`config.mk`:
```
export PLATFORM = sky130hd
export DESIGN_NAME = id_top
export DESIGN_NICKNAME = d
export VERILOG_FILES = /design/src/id_pkg.sv /design/src/id_decoder.sv /design/src/id_ctrl_fsm.sv /design/src/id_stage.sv /design/src/id_top.sv
export SDC_FILE = /design/constraint.sdc
export NUM_CORES = 1
export LEC_CHECK = 0
export BUFFER_PORTS_ARGS = -buffer_cell sky130_fd_sc_hd__buf_2
export CAP_MARGIN = 20
export CORE_MARGIN = 2
export CORE_UTILIZATION = 35
export DETAILED_ROUTE_END_ITERATION = 6
export PLACE_DENSITY = 0.72
export SLEW_MARGIN = 20
export SYNTH_ARGS = -nofsm -noshare
export SYNTH_HDL_FRONTEND = slang
export SYNTH_SLANG_ARGS = --single-unit
```
`constraint.sdc`:
```
create_clock -name clk -period 9.4 [get_ports clk]
set_input_delay 0.47 -clock clk [delete_from_list [all_inputs] [get_ports clk]]
set_output_delay 0.47 -clock clk [all_outputs]
set_load 0.005 [all_outputs]
```
`src/id_pkg.sv`:
```
/*
 * Decode stage package
 * Major opcodes, CSR and controller encodings, the fetch-to-decode
 * and decode-to-execute bundles, and the field constants that the
 * RV32 subset decoder compares against
 */

package id_pkg;

  //////////////////////////////
  // Encodings
  //////////////////////////////

  // Major opcodes of the supported subset, instr[6:0]
  typedef enum logic [6:0] {
    OP       = 7'h33,
    OP_IMM   = 7'h13,
    LUI      = 7'h37,
    AUIPC    = 7'h17,
    LOAD     = 7'h03,
    STORE    = 7'h23,
    SYSTEM   = 7'h73,
    MISC_MEM = 7'h0f
  } opcode_e;

  // CSR access kind, READ leaves every CSR unchanged
  typedef enum logic [1:0] {
    CSR_OP_READ  = 2'b00,
    CSR_OP_WRITE = 2'b01,
    CSR_OP_SET   = 2'b10,
    CSR_OP_CLEAR = 2'b11
  } csr_opcode_e;

  // Controller states, WFI holds the stage until a wake or flush
  typedef enum logic {
    CTRL_RUN = 1'b0,
    CTRL_WFI = 1'b1
  } ctrl_state_e;

  //////////////////////////////
  // Pipeline bundles
  //////////////////////////////

  typedef struct packed {
    logic        instr_valid;
    logic [31:0] pc;
    logic [31:0] instr;
  } if_id_pipe_t;

  // Decoder output, one enable per execute unit plus system flags
  typedef struct packed {
    logic        alu_en;
    logic        mul_en;
    logic        lsu_en;
    logic        lsu_we;
    logic        rf_we;
    csr_opcode_e csr_op;
    logic        ebrk_insn;
    logic        ecall_insn;
    logic        mret_insn;
    logic        dret_insn;
    logic        wfi_insn;
    logic        fencei_insn;
    logic        illegal_insn;
  } decode_t;

  typedef struct packed {
    logic        valid;
    logic [31:0] pc;
    logic [31:0] instr;
    decode_t     dec;
  } id_ex_pipe_t;

  // Requests from the controller to the decode stage
  typedef struct packed {
    logic halt_id;
    logic kill_id;
  } ctrl_fsm_t;

  //////////////////////////////
  // Field constants
  //////////////////////////////

  localparam logic [6:0] FUNCT7_MULDIV = 7'b0000001;
  // SUB and SRA/SRAI share this funct7
  localparam logic [6:0] FUNCT7_ALT    = 7'b0100000;

  // SYSTEM funct12 values, instr[31:20] with funct3 of zero
  localparam logic [11:0] FUNCT12_ECALL  = 12'h000;
  localparam logic [11:0] FUNCT12_EBREAK = 12'h001;
  localparam logic [11:0] FUNCT12_MRET   = 12'h302;
  localparam logic [11:0] FUNCT12_DRET   = 12'h7b2;
  localparam logic [11:0] FUNCT12_WFI    = 12'h105;

  // Decoder result with every enable and flag inactive
  localparam decode_t DEC_IDLE    = '{csr_op: CSR_OP_READ, default: 1'b0};
  // Illegal result, only the illegal flag is raised
  localparam decode_t DEC_ILLEGAL = '{csr_op: CSR_OP_READ, illegal_insn: 1'b1, default: 1'b0};

endpackage

```
`src/id_decoder.sv`:
```
/*
 * RV32 subset decoder
 * Purely combinational. Turns one instruction word into execute
 * enables, the CSR access kind and the system flags. Anything outside
 * the subset comes out as illegal with every other field inactive
 */

`timescale 1ns/1ps

module id_decoder (
  input  logic [31:0]     instr_i,
  output id_pkg::decode_t dec_o
);
  import id_pkg::*;

  opcode_e     opcode;
  logic [2:0]  funct3;
  logic [6:0]  funct7;
  logic [11:0] funct12;
  logic [4:0]  rs1;
  logic [4:0]  rd;
  decode_t     dec;
  logic        illegal;

  // Instruction fields, the opcode cast covers bits [1:0] as well
  assign opcode  = opcode_e'(instr_i[6:0]);
  assign rd      = instr_i[11:7];
  assign funct3  = instr_i[14:12];
  assign rs1     = instr_i[19:15];
  assign funct7  = instr_i[31:25];
  assign funct12 = instr_i[31:20];

  always_comb begin
    dec     = DEC_IDLE;
    illegal = 1'b0;

    case (opcode)
      //////////////////////////////
      // Integer and M extension
      //////////////////////////////
      OP: begin
        if (funct7 == FUNCT7_MULDIV) begin
          dec.mul_en = 1'b1;
          dec.rf_we  = 1'b1;
        end else if ((funct7 == 7'b0) ||
                     ((funct7 == FUNCT7_ALT) && ((funct3 == 3'b000) || (funct3 == 3'b101)))) begin
          dec.alu_en = 1'b1;
          dec.rf_we  = 1'b1;
        end else begin
          illegal = 1'b1;
        end
      end

      OP_IMM: begin
        // Shift immediates carry a funct7 of their own
        if ((funct3 == 3'b001) && (funct7 != 7'b0)) begin
          illegal = 1'b1;
        end else if ((funct3 == 3'b101) && (funct7 != 7'b0) && (funct7 != FUNCT7_ALT)) begin
          illegal = 1'b1;
        end else begin
          dec.alu_en = 1'b1;
          dec.rf_we  = 1'b1;
        end
      end

      LUI, AUIPC: begin
        dec.alu_en = 1'b1;
        dec.rf_we  = 1'b1;
      end

      //////////////////////////////
      // Memory access
      //////////////////////////////
      LOAD: begin
        case (funct3)
          3'b000, 3'b001, 3'b010, 3'b100, 3'b101: begin
            dec.lsu_en = 1'b1;
            dec.rf_we  = 1'b1;
          end
          default: illegal = 1'b1;
        endcase
      end

      STORE: begin
        case (funct3)
          3'b000, 3'b001, 3'b010: begin
            dec.lsu_en = 1'b1;
            dec.lsu_we = 1'b1;
          end
          default: illegal = 1'b1;
        endcase
      end

      // Only FENCE.I is supported, plain FENCE is illegal here
      MISC_MEM: begin
        if (funct3 == 3'b001) begin
          dec.fencei_insn = 1'b1;
        end else begin
          illegal = 1'b1;
        end
      end

      //////////////////////////////
      // System and CSR
      //////////////////////////////
      SYSTEM: begin
        if (funct3 == 3'b000) begin
          // Privileged instructions need rs1 and rd of zero
          if ((rs1 != 5'd0) || (rd != 5'd0)) begin
            illegal = 1'b1;
          end else begin
            case (funct12)
              FUNCT12_ECALL:  dec.ecall_insn = 1'b1;
              FUNCT12_EBREAK: dec.ebrk_insn  = 1'b1;
              FUNCT12_MRET:   dec.mret_insn  = 1'b1;
              FUNCT12_DRET:   dec.dret_insn  = 1'b1;
              FUNCT12_WFI:    dec.wfi_insn   = 1'b1;
              default:        illegal        = 1'b1;
            endcase
          end
        end else if (funct3 == 3'b100) begin
          illegal = 1'b1;
        end else begin
          // The ALU passes the CSR operand through, the old value goes to rd
          dec.alu_en = 1'b1;
          dec.rf_we  = 1'b1;
          // funct3[2] picks the immediate form and rs1 then holds uimm
          case (funct3[1:0])
            2'b01: dec.csr_op = CSR_OP_WRITE;
            2'b10: begin
              if (rs1 == 5'd0) dec.csr_op = CSR_OP_READ;
              else             dec.csr_op = CSR_OP_SET;
            end
            2'b11: begin
              if (rs1 == 5'd0) dec.csr_op = CSR_OP_READ;
              else             dec.csr_op = CSR_OP_CLEAR;
            end
            default: dec.csr_op = CSR_OP_READ;
          endcase
        end
      end

      default: illegal = 1'b1;
    endcase

    // An illegal word drops every partial decision made above
    if (illegal) begin
      dec = DEC_ILLEGAL;
    end
  end

  assign dec_o = dec;

endmodule

```
`src/id_ctrl_fsm.sv`:
```
/*
 * Decode controller
 * Two-state machine that halts the decode stage after an accepted
 * WFI until wake or flush, and passes flush on as the kill request
 */

`timescale 1ns/1ps

module id_ctrl_fsm (
  input  logic              clk,
  input  logic              rst_n_i,
  input  logic              wfi_insn_i,
  input  logic              wake_i,
  input  logic              flush_i,
  output id_pkg::ctrl_fsm_t ctrl_fsm_o
);
  import id_pkg::*;

  ctrl_state_e state_q;
  ctrl_state_e state_d;

  //////////////////////////////
  // Next state
  //////////////////////////////

  always_comb begin
    state_d = state_q;
    case (state_q)
      // The WFI itself still goes to execute, halting starts after it
      CTRL_RUN: begin
        if (wfi_insn_i) begin
          state_d = CTRL_WFI;
        end
      end
      // A flush also ends the sleep so the new path can be fetched
      CTRL_WFI: begin
        if (wake_i || flush_i) begin
          state_d = CTRL_RUN;
        end
      end
      default: state_d = CTRL_RUN;
    endcase
  end

  always_ff @(posedge clk or negedge rst_n_i) begin
    if (!rst_n_i) begin
      state_q <= CTRL_RUN;
    end else begin
      state_q <= state_d;
    end
  end

  // Halt comes from the register, so the wake cycle itself still halts
  assign ctrl_fsm_o.halt_id = (state_q == CTRL_WFI);
  // Kill acts in the flush cycle without a register in between
  assign ctrl_fsm_o.kill_id = flush_i;

endmodule

```
`src/id_stage.sv`:
```
/*
 * Instruction decode stage
 * Decodes the item offered by fetch, applies halt, kill and
 * back-pressure to the ready and valid levels, and holds the result
 * in the ID/EX pipeline register for one item of buffering
 */

`timescale 1ns/1ps

module id_stage (
  input  logic                clk,
  input  logic                rst_n_i,
  input  id_pkg::if_id_pipe_t if_id_pipe_i,
  input  logic                ex_ready_i,
  input  id_pkg::ctrl_fsm_t   ctrl_fsm_i,
  output logic                id_ready_o,
  output logic                id_valid_o,
  output logic                wfi_insn_o,
  output id_pkg::id_ex_pipe_t id_ex_pipe_o
);
  import id_pkg::*;

  decode_t     dec;
  logic        valid_q;
  logic [31:0] pc_q;
  logic [31:0] instr_q;
  decode_t     dec_q;

  id_decoder u_id_decoder (
    .instr_i (if_id_pipe_i.instr),
    .dec_o   (dec)
  );

  //////////////////////////////
  // Ready and valid levels
  //////////////////////////////

  // Kill has priority, the stage then swallows whatever fetch offers
  always_comb begin
    if (ctrl_fsm_i.kill_id) begin
      id_ready_o = 1'b1;
      id_valid_o = 1'b0;
    end else if (ctrl_fsm_i.halt_id) begin
      id_ready_o = 1'b0;
      id_valid_o = 1'b0;
    end else begin
      // Room exists when the register is empty or execute drains it now
      id_ready_o = !valid_q || ex_ready_i;
      id_valid_o = if_id_pipe_i.instr_valid && id_ready_o;
    end
  end

  // Only a WFI that really moves on may put the controller to sleep
  assign wfi_insn_o = dec.wfi_insn && id_valid_o;

  //////////////////////////////
  // ID/EX pipeline register
  //////////////////////////////

  always_ff @(posedge clk or negedge rst_n_i) begin
    if (!rst_n_i) begin
      valid_q <= 1'b0;
    end else if (ctrl_fsm_i.kill_id) begin
      valid_q <= 1'b0;
    end else if (id_valid_o) begin
      valid_q <= 1'b1;
    end else if (ex_ready_i) begin
      valid_q <= 1'b0;
    end
  end

  // Payload only moves with a new item, so it holds under back-pressure
  always_ff @(posedge clk) begin
    if (id_valid_o) begin
      pc_q    <= if_id_pipe_i.pc;
      instr_q <= if_id_pipe_i.instr;
      dec_q   <= dec;
    end
  end

  assign id_ex_pipe_o = '{valid: valid_q, pc: pc_q, instr: instr_q, dec: dec_q};

endmodule

```
`src/id_top.sv`:
```
/*
 * Decode top level
 * Joins the decode controller and the decode stage
 */

`timescale 1ns/1ps

module id_top (
  input  logic                clk,
  input  logic                rst_n_i,
  input  id_pkg::if_id_pipe_t if_id_pipe_i,
  input  logic                ex_ready_i,
  input  logic                wake_i,
  input  logic                flush_i,
  output logic                id_ready_o,
  output id_pkg::id_ex_pipe_t id_ex_pipe_o
);
  import id_pkg::*;

  ctrl_fsm_t ctrl_fsm;
  logic      wfi_insn;

  id_ctrl_fsm u_id_ctrl_fsm (
    .clk        (clk),
    .rst_n_i    (rst_n_i),
    .wfi_insn_i (wfi_insn),
    .wake_i     (wake_i),
    .flush_i    (flush_i),
    .ctrl_fsm_o (ctrl_fsm)
  );

  // The valid level has no consumer above the stage
  id_stage u_id_stage (
    .clk          (clk),
    .rst_n_i      (rst_n_i),
    .if_id_pipe_i (if_id_pipe_i),
    .ex_ready_i   (ex_ready_i),
    .ctrl_fsm_i   (ctrl_fsm),
    .id_ready_o   (id_ready_o),
    .id_valid_o   (),
    .wfi_insn_o   (wfi_insn),
    .id_ex_pipe_o (id_ex_pipe_o)
  );

endmodule

```
==> flow_metrics.py <==
metrics = {
    "run_status": {
        "outcome": "complete, no violations",
    },
    "global_routing": {
        "grt_pass1_vias": 1931,
        "antenna_found_initial": 0,
        "overflow": 0,
        "grt_max_degree": 80,
        "grt.total_usage_pct": 14.3,
        "grt_pass1_wl_mm": 9.79,
    },
    "synth": {
        "ys_seq_area_share_pct": 80.2,
        "synthXorXnorAreaFrac_pct": 0.294,
        "yosysUniqueCellTypes": 42,
        "syn_area_um2": 2980,
        "synthArstFlopShare_pct": 2.50,
        "netlist_instances": 170,
        "syn_nets": 240,
        "synth_edf_count": 78,
        "ys_warn_count": 0,
        "ys_ff_latch": 80,
        "synth_top_flop_cell": "edfxtp_1",
        "muxShareOfSynthArea_pct": 0,
        "synth_top_family_by_area": "simple AND/OR/NAND/NOR gates",
        "yosys.area_share.simple_pct": 12.8,
        "synthAdderAreaFrac_pct": 0,
        "synth_compound_area_share_pct": 5.20,
        "synth.avg_cell_area_um2": 17.6,
    },
    "worst_setup_path": {
        "critPathBufInv": 1,
        "arrival_ns": 2.19,
        "cpPeakStageDelay_ns": 0.76,
        "crit_path_cell_trace": "nor2b_1 > nor3_2 > buf_4 > nand3_1 > o21ai_0",
        "slowest_stage": "buf_4",
        "worstPathRequired_ns": 9.66,
        "cp_max_fo": 79,
        "cp-start-kind": "flop",
        "worst_setup_path_end_kind": "flop",
        "crit_family": "buffers and inverters",
        "critical_path_class": "reg2reg",
    },
    "placement": {
        "hpwl_mm": 5.11,
        "pre_cts_slack_ns": 7.36,
        "gp_congestion": 0.828,
        "numPlacedInstances": 421,
        "numPortBuffers": 149,
    },
    "finish": {
        "finalNetCount": 398,
        "drive_gt1_share_pct": 51.5,
        "stdcell_count": 437,
        "fillers": 747,
        "multi_input_area_um2": 552,
        "area_delta_synth_final_pct": 34.9,
        "seq_area_um2": 2390,
        "num_antenna_cells": 0,
    },
    "clocking": {
        "clock-sinks": 80,
        "cts_setup_buffers": 0,
        "cts_buffer_depth": 2,
        "htree_levels": 3,
        "clk_pin_slew_worst_paths_ns": 0.08,
        "numCtsBuffers": 9,
        "cts_root_buffer": "clkbuf_8",
        "clk_latency_ns": 0.34,
        "post_cts_resized": 0,
        "cts_tree": "yes",
    },
    "timing": {
        "relSlewSlack_pct": 34.2,
        "hold_viol": 0,
        "timing.fmax_ghz": 0.517,
        "timing_worst_slew_pin_value_ns": 0.987,
        "skew_ns": 0.00916,
        "rsz0062_at_grt": "no",
        "layout_min_cycle_time_ns": 1.93,
        "timing.final.crit_share_pct": 20.6,
        "setup_slack_ns": 7.47,
        "setup_tns_ns": 0,
        "slew_violations": 0,
        "setup-violations-final": 0,
    },
    "power_and_ir_drop": {
        "p_per_area_nw_per_um2": 176,
        "ir_drop_v": 0.0000865,
        "leakage_nw": 1.60,
    },
    "floorplanning": {
        "core_area_um2": 8260,
        "io_pins": 150,
        "dieArea_um2": 9280,
        "die_y_um": 96.3,
        "die_w_um": 96.3,
        "start_util_pct": 36.1,
        "rows": 33,
    },
    "job": {
        "maxCapViolCount": 0,
    },
    "drt": {
        "vias_per_cell": 4.73,
        "drt_iter0_markers": 61,
        "firstDrtPassIters": 4,
        "drc_errors": 0,
        "ant_nets": 0,
        "routed_wl_mm": 6.87,
        "vias": 2069,
        "avgRoutedWirePerCell_um": 15.7,
    },
    "min_path": {
        "worstHoldPathType": "in2reg",
    },
}
kinds of logic (layout without fill, tap and decap cells):
family,Yosys count,in the layout
flops,80,80
compound gates,19,19
xor+xnor,1,1
buf+inv,5,167
simple gates,65,65
registers in the layout, indices dropped and copies added, names as in the netlist:
| register | cells |
|---|---|
| u_id_stage.pc_q | 32 |
| u_id_stage.valid_q | 1 |
| u_id_stage.id_ex_pipe_o | 14 |
| u_id_stage.instr_q | 32 |
| u_id_ctrl_fsm.state_q | 1 |
cells in the mapped netlist, types with 2 or more instances:
master     n  area (um^2)
o21ai_0    3         15.0
nor2_1    11         41.3
nand4b_1   2         17.5
nand3_1    2         10.0
o21a_1     2         15.0
nand4_1    2         12.5
edfxtp_1  78         2340
buf_6      3         33.8
o211ai_1   2         15.0
or3_1      2         12.5
nand2b_1   7         43.8
nand2_1   11         41.3
nor4_1     5         31.3
a21oi_1    2         10.0
dfrtp_1    2         50.1
nor3_1     9         45.0
and3_1     2         12.5
power by group:
group	total [mW]	switching, mW	leakage (nW)	internal [mW]
logic	0.0552	0.0308	0.762	0.0244
clock network	0.241	0.120	0.0925	0.121
registers	0.412	0.00366	0.746	0.409
total	0.709	0.154	1.60	0.554
layout by cell type (no fill, tap or decap), types with 2 or more instances in the layout:
master    synthesis  layout
o21a_1            2       2
dfrtp_1           2       2
edfxtp_1         78      78
nor4_1            5       5
or3_1             2       2
nor2_1           11      11
a21oi_1           2       2
nor3_1            9       8
clkinv_2          0       2
nand2b_1          7       7
nand3_1           2       2
nand4_1           2       2
nand2_1          11      11
and3_1            2       2
buf_2             0     149
clkbuf_8          0       9
o211ai_1          2       2
o21ai_0           3       3
nand4b_1          2       2
final timing paths:
path	startpoint	endpoint	slack, ns	depth (start not counted)
max reg2reg	u_id_stage.valid_q	u_id_ctrl_fsm.state_q	7.47	5
max	u_id_stage.valid_q	u_id_ctrl_fsm.state_q	7.47	5
min reg2reg	u_id_ctrl_fsm.state_q	u_id_ctrl_fsm.state_q	0.54	2
min in group asynchronous	rst_n_i	u_id_ctrl_fsm.state_q	0.43	2
max in group asynchronous	rst_n_i	u_id_stage.valid_q	8.87	2
min	if_id_pipe_i[41]	u_id_stage.pc_q[9]	0.30	1
repair_timing:
action,4_1_cts,5_1_grt
endpoints found under the setup margin,0,0
endpoints found under the hold margin,2,0
hold buffers,1,0
layout make-up:
class                   instances  area share [%]
flip-flops and latches         80            59.4
repair buffers                151            19.0
multi-input cells              85            13.7
well taps                     105            3.26
clock buffers                  10            3.17
clock inverters                 5            1.40
inverters                       1          0.0932
through the flow:
step                power [mW]  util [%]  hold WS (ns)  area (um^2)
floorplan                0.441         -         0.174         2980
global placement         0.474      46.4         0.256         3830
detailed placement       0.477      46.4         0.258         3830
CTS                      0.718      48.8         0.284         4030
global route             0.739      48.8         0.279         4030
finish                   0.709      48.8         0.303         4030
per-layer routing:
layer	vias to the layer above	share of wire (%)	track usage (%)
met2	98	50	24.3
met3	10	10	4.54
met5	-	0	0
met4	0	0.96	4.69
met1	973	39	17.1
li1	988	-	-
Power figures use the tool's default switching activity.
